### src/source/mmacc_params.svh
// Sizes, widths and APB register map of the accumulation engine
`ifndef MMACC_PARAMS_SVH
`define MMACC_PARAMS_SVH

// ==========================================================================
// GRAM geometry
// ==========================================================================
`define GRAM_NB    2
`define LANES      4
`define LANE_W     2
`define MOD_Q_W    32
`define GRAM_ADD_W 6
`define GRAM_ID_W  1

// ==========================================================================
// APB map
// ==========================================================================
`define APB_ADD_W         12
`define APB_DATA_W        32
`define APB_CTRL_OFS      12'h000
`define APB_STATUS_OFS    12'h004
`define APB_COUNT_OFS     12'h008
// Window select, bank select and lowest address bit
`define APB_GRAM_BIT      11
`define APB_GRAM_BANK_BIT 9
`define APB_GRAM_ADD_LSB  3

`endif

### src/source/gram_pkg.sv
// GRAM types: coefficient-group address, bank id, bank one-hot, coefficient
`include "mmacc_params.svh"

package gram_pkg;

  // Address of one group of LANES coefficients
  typedef logic [`GRAM_ADD_W-1:0] gram_add_t;

  // Bank number
  typedef logic [`GRAM_ID_W-1:0] gram_id_t;

  // One bit per bank
  typedef logic [`GRAM_NB-1:0] gram_1h_t;

  // Single coefficient, arithmetic wraps at 2^MOD_Q_W
  typedef logic [`MOD_Q_W-1:0] coef_t;

endpackage

### src/source/mmacc_acc_write.sv
// Accumulate and write: GRAM read request, lane-wise sum, write-back
`timescale 1ns/10ps
`include "mmacc_params.svh"

module mmacc_acc_write (
  input  logic                                          clk,
  input  logic                                          s_rst_n,
  input  gram_pkg::gram_1h_t                            garb_acc_wr_avail_1h,
  input  logic                                          a0_do_read,
  input  gram_pkg::gram_add_t                           a0_rd_add,
  input  gram_pkg::gram_id_t                            a0_rd_grid,
  input  logic                                          s0_mask_null,
  input  gram_pkg::coef_t [`LANES-1:0]                  s1_ntt_acc_data,
  input  logic                                          s1_avail,
  input  gram_pkg::gram_add_t                           s1_add,
  input  gram_pkg::gram_id_t                            s1_grid,
  output logic [`GRAM_NB-1:0]                           acc_gram_rd_en,
  output gram_pkg::gram_add_t [`GRAM_NB-1:0]            acc_gram_rd_add,
  input  gram_pkg::coef_t [`GRAM_NB-1:0][`LANES-1:0]    gram_acc_rd_data,
  input  logic [`GRAM_NB-1:0]                           gram_acc_rd_data_avail,
  output logic [`GRAM_NB-1:0][`LANES-1:0]               acc_gram_wr_en,
  output gram_pkg::gram_add_t [`GRAM_NB-1:0]            acc_gram_wr_add,
  output gram_pkg::coef_t [`GRAM_NB-1:0][`LANES-1:0]    acc_gram_wr_data,
  output logic                                          error
);

  gram_pkg::gram_1h_t                              wr_avail_1h;
  logic                                            a1_rd_en;
  gram_pkg::gram_add_t                             a1_rd_add;
  gram_pkg::gram_1h_t                              a1_rd_grid_1h;
  gram_pkg::coef_t [`GRAM_NB-1:0][`LANES-1:0]      s0_rd_data;
  logic [`GRAM_NB-1:0]                             s0_rd_avail;
  gram_pkg::coef_t [`LANES-1:0]                    s0_rd_merged;
  gram_pkg::coef_t [`LANES-1:0]                    s1_rd_data;
  gram_pkg::coef_t [`LANES-1:0]                    s1_sum;
  logic                                            s1_access_error;
  logic                                            s2_wr_en;
  gram_pkg::gram_add_t                             s2_wr_add;
  gram_pkg::gram_1h_t                              s2_wr_grid_1h;
  gram_pkg::coef_t [`LANES-1:0]                    s2_wr_data;

  always_ff @(posedge clk) begin
    if (!s_rst_n) begin
      wr_avail_1h <= '0;
    end else begin
      wr_avail_1h <= garb_acc_wr_avail_1h;
    end
  end

  // ==========================================================================
  // A1/A2: read request, two registered stages
  // ==========================================================================
  always_ff @(posedge clk) begin
    if (!s_rst_n) begin
      a1_rd_en       <= 1'b0;
      acc_gram_rd_en <= '0;
    end else begin
      a1_rd_en       <= a0_do_read;
      // Target bank only
      acc_gram_rd_en <= {`GRAM_NB{a1_rd_en}} & a1_rd_grid_1h;
    end
  end

  always_ff @(posedge clk) begin
    a1_rd_add       <= a0_rd_add;
    a1_rd_grid_1h   <= gram_pkg::gram_1h_t'(1) << a0_rd_grid;
    acc_gram_rd_add <= {`GRAM_NB{a1_rd_add}};
  end

  // ==========================================================================
  // S0: read data collection
  // ==========================================================================
  always_ff @(posedge clk) begin
    if (!s_rst_n) begin
      s0_rd_avail <= '0;
    end else begin
      s0_rd_avail <= gram_acc_rd_data_avail;
    end
  end

  always_ff @(posedge clk) begin
    s0_rd_data <= gram_acc_rd_data;
  end

  // Only one bank answers, OR after masking
  always_comb begin
    s0_rd_merged = '0;
    for (int b = 0; b < `GRAM_NB; b++) begin
      s0_rd_merged = s0_rd_merged | (s0_rd_data[b] & {(`LANES*`MOD_Q_W){s0_rd_avail[b]}});
    end
    // Overwrite mode adds to zero
    if (s0_mask_null) begin
      s0_rd_merged = '0;
    end
  end

  always_ff @(posedge clk) begin
    s1_rd_data <= s0_rd_merged;
  end

  // ==========================================================================
  // S1: lane-wise sum, wraps mod 2^MOD_Q_W
  // ==========================================================================
  always_comb begin
    for (int l = 0; l < `LANES; l++) begin
      s1_sum[l] = s1_ntt_acc_data[l] + s1_rd_data[l];
    end
  end

  // Bank taken by APB when we need to write
  assign s1_access_error = s1_avail & ~wr_avail_1h[s1_grid];

  // ==========================================================================
  // S2/S3: write-back, two registered stages
  // ==========================================================================
  always_ff @(posedge clk) begin
    if (!s_rst_n) begin
      s2_wr_en       <= 1'b0;
      acc_gram_wr_en <= '0;
      error          <= 1'b0;
    end else begin
      s2_wr_en <= s1_avail;
      for (int b = 0; b < `GRAM_NB; b++) begin
        acc_gram_wr_en[b] <= {`LANES{s2_wr_en & s2_wr_grid_1h[b]}};
      end
      error <= s1_access_error;
    end
  end

  always_ff @(posedge clk) begin
    s2_wr_add     <= s1_add;
    s2_wr_grid_1h <= gram_pkg::gram_1h_t'(1) << s1_grid;
    s2_wr_data    <= s1_sum;
    for (int b = 0; b < `GRAM_NB; b++) begin
      acc_gram_wr_add[b]  <= s2_wr_add;
      acc_gram_wr_data[b] <= s2_wr_data;
    end
  end

endmodule

### config.mk
export PLATFORM = sky130hd
export DESIGN_NAME = mmacc_acc_write
export DESIGN_NICKNAME = d
export VERILOG_FILES = /design/src/source/gram_pkg.sv /design/src/source/mmacc_acc_write.sv
export VERILOG_INCLUDE_DIRS = /design/src /design/src/source
export SDC_FILE = /design/constraint.sdc
export NUM_CORES = 1
export LEC_CHECK = 0
export ABC_AREA = 0
export BUFFER_PORTS_ARGS = -buffer_cell sky130_fd_sc_hd__buf_2
export CAP_MARGIN = 20
export CORE_AREA = 2 2 273 275
export DETAILED_ROUTE_END_ITERATION = 10
export DIE_AREA = 0 0 275 277
export GPL_TIMING_DRIVEN = 0
export SLEW_MARGIN = 30
export SYNTH_ARGS = -nofsm -noshare
export SYNTH_HDL_FRONTEND = slang
export SYNTH_SLANG_ARGS = --single-unit
### constraint.sdc
create_clock -name clk -period 8.6 [get_ports clk]
set_clock_uncertainty 0.1 [all_clocks]
set_input_delay 1.72 -clock clk [delete_from_list [all_inputs] [get_ports clk]]
set_output_delay 1.72 -clock clk [all_outputs]
set_load 0.01 [all_outputs]
==> results of run 1 <==
## flip-flops by register name, summed over array words and instances, names as in the netlist
signal / count
a1_rd_grid_1h: 2
s2_wr_data: 128
wr_avail_1h: 2
a1_rd_en: 1
error: 1
s0_rd_data: 256
s2_wr_grid_1h: 2
acc_gram_rd_en: 2
s1_rd_data: 128
s0_rd_avail: 2
acc_gram_wr_en: 2
a1_rd_add: 6
acc_gram_wr_data: 128
s2_wr_add: 6
acc_gram_wr_add: 6
acc_gram_rd_add: 6
s2_wr_en: 1
## critical path: cells and delay by family
| family | cells | cell delay, ns |
|---|---|---|
| adder cells (fa/ha/maj) | 2 | 0.79 |
| XOR/XNOR | 1 | 0.13 |
| AO/OA/AOI/OAI | 7 | 2.02 |
| buffers and inverters | 1 | 0.10 |
## area by class of cell
class	instances	area, um^2
tap	969	1210
timing repair buffer	698	3540
inverter	40	150
multi-input combinational	1100	7650
buffer	198	1300
fill	7157	43600
antenna	12	30.0
clock buffer	93	2070
sequential	679	13600
clock inverter	42	460
## final timing paths
check,from,to
setup reg to reg,s1_rd_data[96]$_SDFF_PP0_,s2_wr_data[124]$_DFF_P_
hold / removal,s2_wr_data[46]$_DFF_P_,acc_gram_wr_data[174]$_DFF_P_
hold reg to reg,s2_wr_data[46]$_DFF_P_,acc_gram_wr_data[174]$_DFF_P_
setup / recovery,s1_ntt_acc_data[96],s2_wr_data[124]$_DFF_P_
## per-stage QoR
stage                     cells  hold WS (ns)
after detailed placement   3684         0.212
after global routing       3829         0.218
after floorplan            2017         0.210
final                      3831         0.216
after CTS                  3819         0.214
after global placement     3682         0.210
## layer usage
metal	up-vias	track usage (%)	part of all wire, %
met4	12	6.64	2.9
met5	-	0	0.11
met2	477	27.3	48
met1	7723	20.3	43
li1	8489	-	-
met3	111	3.53	5.6
## power by group through the flow
stage	sequential [mW]	clock [mW]	combinational [mW]
2_1_floorplan	3.64	0	0.560
3_3_place_gp	3.65	0	1.01
3_5_place_dp	3.65	0	1.02
4_1_cts	3.59	3.31	1.02
5_1_grt	3.61	3.44	1.12
6_report	3.58	3.22	1.02
## layout by cell type (no fill, tap or decap), types with 14 or more instances in the layout
cell type  count
buf_2        697
dfxtp_1      679
nor2_1       184
buf_4        146
a22oi_1      128
ha_1         124
a21oi_1      107
clkbuf_16     75
nand2_1       71
xnor2_1       69
a21o_1        52
clkbuf_1      44
xor2_1        41
inv_1         40
o21ai_0       34
nand3_1       26
nor3_1        21
o21ai_1       19
and2_1        18
o21bai_1      16
o21a_1        16
clkinv_2      16
a211oi_1      14
and3_1        14
## logic make-up (layout without fill, tap and decap cells)
group                      count (synthesis)  in the layout  synth area share, %
AOI/OAI and AO/OA                        476            476                 14.6
xor gates and xnor gates                 110            110                 4.25
adders and majority gates                128            128                 7.19
buffers and inverters                    238           1071                 6.36
DFF                                      679            679                 59.9
muxes                                      3              3                0.132
other                                      0             12                    0
and+or+nand+nor                          383            383                 7.58
==> metrics.md, run 1 <==
| Metric | Value |
|---|---|
| CTS clk-pin slew, worst paths | 0.06 ns |
| Worst R2R Setup Slack | 5.18 ns |
| Cts hold-fix bufs | 0 |
| Post-synthesis net count | 2552 |
| Outcome | completed |
| CTS tree | done |
| Post-synthesis sequential area ratio | 59.9% |
| Number of cell rows | 100 |
| Post-DP HPWL | 51400 um |
| Sequential power share | 45.8% |
| PD cells | 260 mW/mm^2 |
| Post-Place Worst Slack | 3.73 ns |
| VDD IR max | 0.000176 V |
| Area leader, netlist | dfxtp_1 |
| Final Hold Fails | 0 |
| Share of cells above drive strength 1 | 34.8% |
| Max Root-Sink Buffers | 3 |
| Post-DR wirelength/cell | 16.9 um |
| Initial Util | 30.8% |
| Synth area leaders | dfxtp_1 (60%), ha_1 (6.8%), buf_4 (4.8%) |
| Pins Over Slew Limit | 0 |
| Leakage | 14.3 nW |
| GRT Total Usage | 16.3% |
| Pre-antenna DRT Iters | 5 |
| H-tree depth | 3 |
| Clock power share | 41.2% |
| Slew of the pin with the lowest slew margin | 0.766 ns |
| Total core area | 0.0736 mm^2 |
| Crit path DAT | 4.79 ns |
| Fmax | 229 MHz |
| Max cap viols | 0 |
| Cells after Synth | 2017 |
| Via-to-Cell Ratio | 4.39 |
| Final worst setup slack | 4.23 ns |
| EDFF count, synth | 0 |
| Largest stage delay, worst path | 0.56 ns |
| Synth warn | 0 |
| CP cell instances | buf_2, ha_1, fa_1, a211oi_1, o21a_1, o21ai_1, a221oi_1, o211ai_1, a31o_2, a21oi_1, xnor2_1 |
| DR iter-0 viols | 714 |
| Critical path required time | 9.02 ns |
| Die Height | 277 um |
| Num ports | 698 |
| Synth top area share | 59.9% |
| Gpl congestion | 0.849 |
| WHS Path Cells | 0 |
| Startpoint Class | input pin |
| Post-DP Area | 0.0274 mm^2 |
| Remaining DRCs | 0 |
| DR vias | 16800 |
| Switching Power | 1.95 mW |
| Cts repair resizes | 0 |
| Clock Latency Late Sink | 0.60 ns |
| Finish-stage setup viols | 0 |
| Clock net sink count | 679 |
| Area growth, synth to finish | 32.3% |
| R2R depth | 10 |
| Ys flop type | dfxtp_1 |
| Setup total negative slack | 0 ns |
| Initial antenna violation count | 22 |
| Nets | 3325 |
| Asr flop ratio synth | 0% |
| Cell variety after synth | 72 |
| Post-Route WL | 64700 um |
| Tmin final | 4.37 ns |
| Crit share post-route | 50.8% |
| Vias in the first global route | 16400 |
| IO Port Bufs | 696 |
| CTS root buf | clkbuf_16 |
| P_int | 5.86 mW |
| Synth top cells by count | dfxtp_1 (679), nor2_1 (184), buf_4 (146) |
| Mapped Area | 0.0227 mm^2 |
| Crit Path Max Fanout | 5 |
| Final Cell Area | 0.0300 mm^2 |
| Setup bufs post-CTS | 0 |
| Type of the worst min-delay path | flip-flop to flip-flop |
| First-pass GRT wire length | 94600 um |
| Crit. End Element | flip-flop |
| Total CTS buffers | 73 |
| Final ANT Viol Nets | 0 |
| Die area | 0.0762 mm^2 |
| Most common cell in the netlist | dfxtp_1 |
| Total power | 7.81 mW |
| Die Width | 275 um |
| Relative slew slack | 48.6% |
| Logic gate share of total power | 13.0% |
| Sw Share | 25.0% |
| RSZ-0062 raised after global routing | false |
| Critical path class | input pin to flip-flop |
| Total global routing overflow | 0 |
| Fin util | 40.8% |
| Pin count of the biggest net entering global routing | 16 |
| Slowest CP cell | fa_1 |
| Avg Cell Area, Syn | 11.2 um^2 |
| FF+latch count, synth | 679 |
(Power assumes the default switching activity.)
==> inputs of run 2 (changes only) <==
--- a/config.mk
+++ b/config.mk
@@ -9,9 +9,9 @@
 export ABC_AREA = 0
 export BUFFER_PORTS_ARGS = -buffer_cell sky130_fd_sc_hd__buf_2
 export CAP_MARGIN = 20
-export CORE_AREA = 2 2 273 275
+export CORE_AREA = 2 2 269 271
 export DETAILED_ROUTE_END_ITERATION = 10
-export DIE_AREA = 0 0 275 277
+export DIE_AREA = 0 0 271 273
 export GPL_TIMING_DRIVEN = 0
 export SLEW_MARGIN = 30
 export SYNTH_ARGS = -nofsm -noshare
==> constraint.sdc (replaced) <==
create_clock -name clk -period 4 [get_ports clk]
set_clock_uncertainty 0.1 [all_clocks]
set_input_delay 0.8 -clock clk [delete_from_list [all_inputs] [get_ports clk]]
set_output_delay 0.8 -clock clk [all_outputs]
set_load 0.01 [all_outputs]
==> run 2 against run 1 <==
Against the previous run: critical path depth unchanged; hold slack worse by 0.027 ns; cell count shrank 0.68%; sequential power up 120%; core utilization increased by 1.4 points; combinational power increased by 110%; sequential cell count stayed put; non-clock buffer count shrank 2; design area shrank 0.20%; register-to-register slack worse by 4.6 ns; critical endpoint unchanged; largest power group unchanged.
==> metrics.md, run 2 (synthesis results as in run 1) <==
| Metric | Value |
|---|---|
| Type of the worst min-delay path | input pin to flip-flop (was flip-flop to flip-flop) |
| Final Cell Area | 0.0299 mm^2 (was 0.0300 mm^2) |
| Commonest non-fill, non-tap cell in the layout | buf_2 (unchanged) |
| VDD IR max | 0.000309 V (was 0.000176 V) |
| Share of cells above drive strength 1 | 34.5% (was 34.8%) |
| Crit share post-route | 85.1% |
| Largest register by flop count | s0_rd_data (unchanged) |
| Pre-antenna DRT Iters | 5 (unchanged) |
| Relative slew slack | 36.4% (was 48.6%) |
| Nets | 3323 (was 3325) |
| P_int | 12.8 mW (was 5.86 mW) |
| Fillers | 6881 (was 7157) |
| Setup total negative slack | 0 ns (unchanged) |
| Cts repair resizes | 0 (unchanged) |
| Crit. End Element | flip-flop (unchanged) |
| Num ports | 698 (unchanged) |
| Worst R2R Start | s1_rd_data[96]$_SDFF_PP0_ (unchanged) |
| R2R Path End | s2_wr_data[124]$_DFF_P_ (unchanged) |
| Post-Route WL | 66300 um (was 64700 um) |
| Post-DR wirelength/cell | 17.4 um (was 16.9 um) |
| Final ANT Viol Nets | 0 (unchanged) |
| Die area | 0.0740 mm^2 (was 0.0762 mm^2) |
| WHS Path Cells | 1 (was 0) |
| CTS tree | done (unchanged) |
| Pins Over Slew Limit | 0 (unchanged) |
| Final Hold Fails | 0 (unchanged) |
| Critical path required time | 4.44 ns (was 9.02 ns) |
| Critical path class | input pin to flip-flop (unchanged) |
| Max cap viols | 0 (unchanged) |
| Pin count of the biggest net entering global routing | 15 (was 16) |
| Clock Latency Late Sink | 0.61 ns (was 0.60 ns) |
| IO Port Bufs | 696 (unchanged) |
| CP Buf/Inv Count | 1 (unchanged) |
| RSZ-0062 raised after global routing | false (unchanged) |
| Most frequent cells in the layout | buf_2 (697), dfxtp_1 (679), nor2_1 (184) (unchanged) |
| Worst min-delay path startpoint | gram_acc_rd_data[80] (was s2_wr_data[46]$_DFF_P_) |
| Worst R2R Setup Slack | 0.63 ns (was 5.18 ns) |
| Max Root-Sink Buffers | 3 (unchanged) |
| Remaining DRCs | 0 (unchanged) |
| Total core area | 0.0710 mm^2 (was 0.0736 mm^2) |
| Outcome | completed (unchanged) |
| R2R depth | 10 (unchanged) |
| Tmin final | 3.40 ns |
| DR iter-0 viols | 836 (was 714) |
| Vias in the first global route | 16400 (about the same) |
| PD cells | 567 mW/mm^2 (was 260 mW/mm^2) |
| Post-DP Area | 0.0274 mm^2 (about the same) |
| CP top delay family | compound AO/OA/AOI/OAI gates (unchanged) |
| Gpl congestion | 0.875 (was 0.849) |
| Largest register FFs | 256 (unchanged) |
| DR vias | 16800 (about the same) |
| Sequential power share | 45.5% (was 45.8%) |
| Die Height | 273 um (was 277 um) |
| GRT Total Usage | 17.1% (was 16.3%) |
| CP cell instances | buf_2, ha_1, fa_1, a211oi_1, o21a_1, o21ai_1, a221oi_1, o211ai_1, a31o_2, a21oi_1, xnor2_1 (unchanged) |
| Fmax | 294 MHz |
| Fin util | 42.2% (was 40.8%) |
| Crit path DAT | 3.84 ns (was 4.79 ns) |
| Slowest CP cell | fa_1 (unchanged) |
| Hold Path End | s0_rd_data[80]$_DFF_P_ (was acc_gram_wr_data[174]$_DFF_P_) |
| Clock power share | 41.7% (was 41.2%) |
| Slew of the pin with the lowest slew margin | 0.955 ns (was 0.766 ns) |
| Total CTS buffers | 73 (unchanged) |
| Setup bufs post-CTS | 0 (unchanged) |
| Logic gate share of total power | 12.9% (was 13.0%) |
| Post-DP HPWL | 52500 um (was 51400 um) |
| First-pass GRT wire length | 96000 um (was 94600 um) |
| Via-to-Cell Ratio | 4.40 (was 4.39) |
| CTS clk-pin slew, worst paths | 0.06 ns (about the same) |
| Initial antenna violation count | 16 (was 22) |
| Clock net sink count | 679 (unchanged) |
| Largest stage delay, worst path | 0.49 ns (was 0.56 ns) |
| Leakage | 14.3 nW (about the same) |
| Cts hold-fix bufs | 0 (unchanged) |
| Sw Share | 24.8% (was 25.0%) |
| Total global routing overflow | 0 (unchanged) |
| Number of cell rows | 98 (was 100) |
| CTS root buf | clkbuf_16 (unchanged) |
| Initial Util | 32.0% (was 30.8%) |
| H-tree depth | 3 (unchanged) |
| Switching Power | 4.21 mW (was 1.95 mW) |
| Die Width | 271 um (was 275 um) |
| Area growth, synth to finish | 32.0% (was 32.3%) |
| Finish-stage setup viols | 0 (unchanged) |
| Crit Path Max Fanout | 5 (unchanged) |
| Startpoint Class | input pin (unchanged) |
==> run 2: changes by cell type in the layout (fill, tap and decap cells not counted), sizes merged <==
| cell | previous run | this run |
|---|---|---|
| bufinv | 6 | 8 |
| clkinvlp | 7 | 4 |
| buf | 851 | 849 |
| inv | 46 | 47 |
| clkbuf | 138 | 148 |
| diode | 12 | 10 |
| clkinv | 23 | 10 |
==> run 2: layout make-up <==
cell class                 count  area [um^2]  area share (%)
tap                          950         1190            3.97
multi-input combinational   1100         7650            25.5
sequential                   679        13600            45.4
clock buffer                 103         2130            7.12
timing repair buffer         696         3480            11.6
antenna                       10         25.0          0.0836
inverter                      40          150           0.501
buffer                       198         1300            4.34
clock inverter                29          428            1.43
==> run 2: worst max-delay path by stage <==
stage	start	end	cells after the start
after floorplan	s1_ntt_acc_data[64]	s2_wr_data[92]$_DFF_P_	10
after global placement	s1_ntt_acc_data[96]	s2_wr_data[124]$_DFF_P_	11
after detailed placement	s1_ntt_acc_data[96]	s2_wr_data[124]$_DFF_P_	11
after CTS	s1_rd_data[96]$_SDFF_PP0_	s2_wr_data[124]$_DFF_P_	10
after global routing	s1_rd_data[96]$_SDFF_PP0_	s2_wr_data[124]$_DFF_P_	10
final	s1_ntt_acc_data[96]	s2_wr_data[124]$_DFF_P_	11
==> run 2: per-stage QoR <==
step                worst slack, ns  hold slack [ns]  total power, mW  instances
detailed placement         -0.00738            0.212             10.1       3663
global placement            -0.0203            0.210             10.0       3663
floorplan                     0.651            0.210             9.04       2017
CTS                           0.621            0.136             17.2       3795
finish                        0.596            0.189             17.0       3805
global route                  0.416            0.147             17.7       3801
==> run 2: metal layers <==
| metal | up-vias | wire length (um) | track usage (%) |
|---|---|---|---|
| li1 | 8485 | - | - |
| met1 | 7709 | 28800 | 21.9 |
| met2 | 461 | 32400 | 28.9 |
| met3 | 96 | 3690 | 3.47 |
| met4 | 8 | 1370 | 5.60 |
| met5 | - | 55 | 0 |
==> run 2: power by group through the flow <==
stage | Clock, mW | Combinational (mW) | Sequential, mW
after floorplan | 0 | 1.20 | 7.83
after CTS | 7.27 | 2.20 | 7.73
after global placement | 0 | 2.18 | 7.86
after detailed placement | 0 | 2.19 | 7.87
after global routing | 7.56 | 2.39 | 7.77
final | 7.07 | 2.18 | 7.71
==> inputs of run 3 (changes only) <==
--- a/config.mk
+++ b/config.mk
@@ -7,11 +7,11 @@
 export NUM_CORES = 1
 export LEC_CHECK = 0
 export ABC_AREA = 0
-export BUFFER_PORTS_ARGS = -buffer_cell sky130_fd_sc_hd__buf_2
 export CAP_MARGIN = 20
-export CORE_AREA = 2 2 269 271
+export CORE_AREA = 2 2 273 275
 export DETAILED_ROUTE_END_ITERATION = 10
-export DIE_AREA = 0 0 271 273
+export DIE_AREA = 0 0 275 277
+export DONT_BUFFER_PORTS = 1
 export GPL_TIMING_DRIVEN = 0
 export SLEW_MARGIN = 30
 export SYNTH_ARGS = -nofsm -noshare
==> run 3 against run 2 <==
Against the previous run: non-clock buffer count fell by 695; power shrank 6.0%; highest routed layer unchanged; cell count fell by 18%; critical path depth shrank 1; combinational power shrank 31%; critical endpoint unchanged; clock-buffer cell count shrank 7; sequential share of layout area up 6.3 points.
==> metrics.md, run 3 (synthesis results as in run 1) <==
| Metric | Value |
|---|---|
| Outcome | completed (unchanged) |
| Vias in the first global route | 14800 (was 16400) |
| Num ports | 698 (unchanged) |
| Largest register FFs | 256 (unchanged) |
| Max Root-Sink Buffers | 3 (unchanged) |
| Post-DR wirelength/cell | 20.2 um (was 17.4 um) |
| Fmax | 296 MHz (was 294 MHz) |
| Crit share post-route | 84.5% (was 85.1%) |
| Sequential power share | 49.3% (was 45.5%) |
| Number of cell rows | 100 (was 98) |
| Area of the multi-input gates | 0.00765 mm^2 (unchanged) |
| Relative slew slack | 43.1% (was 36.4%) |
| Slew of the pin with the lowest slew margin | 0.854 ns (was 0.955 ns) |
| Crit path DAT | 3.79 ns (was 3.84 ns) |
| Remaining DRCs | 0 (unchanged) |
| H-tree depth | 3 (unchanged) |
| Share of cells above drive strength 1 | 13.2% (was 34.5%) |
| CTS clk-pin slew, worst paths | 0.06 ns (about the same) |
| IO Port Bufs | 0 (was 696) |
| Largest register by flop count | s0_rd_data (unchanged) |
| Critical path required time | 4.41 ns (was 4.44 ns) |
| Fillers | 7190 (was 6881) |
| Clock net sink count | 679 (unchanged) |
| Die area | 0.0762 mm^2 (was 0.0740 mm^2) |
| Clock power share | 41.3% (was 41.7%) |
| Cts repair resizes | 0 (unchanged) |
| Setup bufs post-CTS | 0 (unchanged) |
| Crit Path Max Fanout | 5 (unchanged) |
| Type of the worst min-delay path | input pin to flip-flop (unchanged) |
| Gpl congestion | 0.916 (was 0.875) |
| PD cells | 606 mW/mm^2 (was 567 mW/mm^2) |
| Total global routing overflow | 0 (unchanged) |
| CP cell instances | ha_1, fa_1, a211oi_1, o21a_1, o21ai_1, a221oi_1, o211ai_1, a31o_2, a21oi_1, xnor2_1 (was buf_2, ha_1, fa_1, a211oi_1, o21a_1, o21ai_1, a221oi_1, o211ai_1, a31o_2, a21oi_1, xnor2_1) |
| CTS root buf | clkbuf_16 (unchanged) |
| Commonest non-fill, non-tap cell in the layout | dfxtp_1 (was buf_2) |
| First-pass GRT wire length | 90800 um (was 96000 um) |
| Post-DP HPWL | 49500 um (was 52500 um) |
| Pin count of the biggest net entering global routing | 16 (was 15) |
| Total CTS buffers | 72 (was 73) |
| RSZ-0062 raised after global routing | false (unchanged) |
| Post-Route WL | 63100 um (was 66300 um) |
| FF/Latch Area | 0.0136 mm^2 (unchanged) |
| Finish-stage setup viols | 0 (unchanged) |
| Nets | 2627 (was 3323) |
| Setup total negative slack | 0 ns (unchanged) |
| Sw Share | 25.2% (was 24.8%) |
| Switching Power | 4.02 mW (was 4.21 mW) |
| Critical path class | flip-flop to flip-flop (was input pin to flip-flop) |
| Pre-antenna DRT Iters | 7 (was 5) |
| Crit. End Element | flip-flop (unchanged) |
| Final ANT Viol Nets | 0 (unchanged) |
| Total core area | 0.0736 mm^2 (was 0.0710 mm^2) |
| Pins Over Slew Limit | 0 (unchanged) |
| Cts hold-fix bufs | 0 (unchanged) |
| Die Height | 277 um (was 273 um) |
| Leakage | 11.5 nW (was 14.3 nW) |
| CTS tree | done (unchanged) |
| Via-to-Cell Ratio | 4.70 (was 4.40) |
| Max cap viols | 0 (unchanged) |
| Slowest CP cell | fa_1 (unchanged) |
| Initial antenna violation count | 12 (was 16) |
| Tmin final | 3.38 ns (was 3.40 ns) |
| Largest stage delay, worst path | 0.51 ns (was 0.49 ns) |
| Startpoint Class | flip-flop (was input pin) |
| VDD IR max | 0.000509 V (was 0.000309 V) |
| DR iter-0 viols | 721 (was 836) |
| Most frequent cells in the layout | dfxtp_1 (679), nor2_1 (184), buf_4 (146) (was buf_2 (697), dfxtp_1 (679), nor2_1 (184)) |
| Final Hold Fails | 0 (unchanged) |
| Initial Util | 30.8% (was 32.0%) |
| Logic gate share of total power | 9.4% (was 12.9%) |
| Die Width | 275 um (was 271 um) |
| DR vias | 14700 (was 16800) |
| P_int | 11.9 mW (was 12.8 mW) |
| Final Cell Area | 0.0263 mm^2 (was 0.0299 mm^2) |
| Post-DP Area | 0.0239 mm^2 (was 0.0274 mm^2) |
| Clock Latency Late Sink | 0.59 ns (was 0.61 ns) |
| Area growth, synth to finish | 16.0% (was 32.0%) |
| GRT Total Usage | 15.8% (was 17.1%) |
==> run 3: power by group through the flow <==
stage / Combinational (mW) / Sequential (mW) / Clock (mW)
finish: 1.50 / 7.86 / 6.59
global route: 1.65 / 7.91 / 7.01
CTS: 1.51 / 7.87 / 6.77
detailed placement: 1.50 / 8.01 / 0
global placement: 1.47 / 8.01 / 0
floorplan: 1.20 / 7.83 / 0
==> run 3: critical path, delay by kind of cell (launching register included) <==
family / cells / cell delay [ns]
adders and majority gates: 2 / 0.75
AOI/OAI and AO/OA: 7 / 1.96
xor gates and xnor gates: 1 / 0.13
DFF: 1 / 0.35
==> run 3: stage by stage <==
| stage | worst slack [ns] | power [mW] | instances | hold slack [ns] | utilization (%) |
|---|---|---|---|---|---|
| finish | 0.619 | 15.9 | 3119 | 0.125 | 35.8 |
| global route | 0.307 | 16.6 | 3119 | 0.0851 | 35.8 |
| CTS | 0.594 | 16.1 | 3115 | 0.0678 | 35.7 |
| detailed placement | 0.219 | 9.51 | 2987 | 0.212 | 32.5 |
| global placement | 0.226 | 9.48 | 2986 | 0.210 | 32.5 |
| floorplan | 0.651 | 9.04 | 2017 | 0.210 | - |
==> run 3: metal layers <==
layer / GRT usage [%] / up-vias / routed length [um]
li1: - / 7070 / -
met2: 27.1 / 489 / 31000
met5: 0 / - / 45
met3: 4.12 / 121 / 4000
met4: 6.18 / 6 / 2030
met1: 18.7 / 6981 / 25900
==> run 3: final timing paths <==
check / cells after the start / slack (ns) / from / end
min: 0 / 0.13 / gram_acc_rd_data[225] / s0_rd_data[225]$_DFF_P_
max: 10 / 0.62 / s1_rd_data[96]$_SDFF_PP0_ / s2_wr_data[124]$_DFF_P_
max reg2reg: 10 / 0.62 / s1_rd_data[96]$_SDFF_PP0_ / s2_wr_data[124]$_DFF_P_
min reg2reg: 0 / 0.22 / s2_wr_data[35]$_DFF_P_ / acc_gram_wr_data[163]$_DFF_P_
==> run 3: layout make-up <==
| class | instances | area share (%) |
|---|---|---|
| Buffer | 198 | 4.94 |
| Antenna cell | 4 | 0.0380 |
| Multi-Input combinational cell | 1100 | 29.1 |
| Inverter | 40 | 0.571 |
| Timing Repair Buffer | 1 | 0.105 |
| Clock buffer | 96 | 7.81 |
| Clock inverter | 32 | 1.18 |
| Tap cell | 969 | 4.61 |
| Sequential cell | 679 | 51.7 |
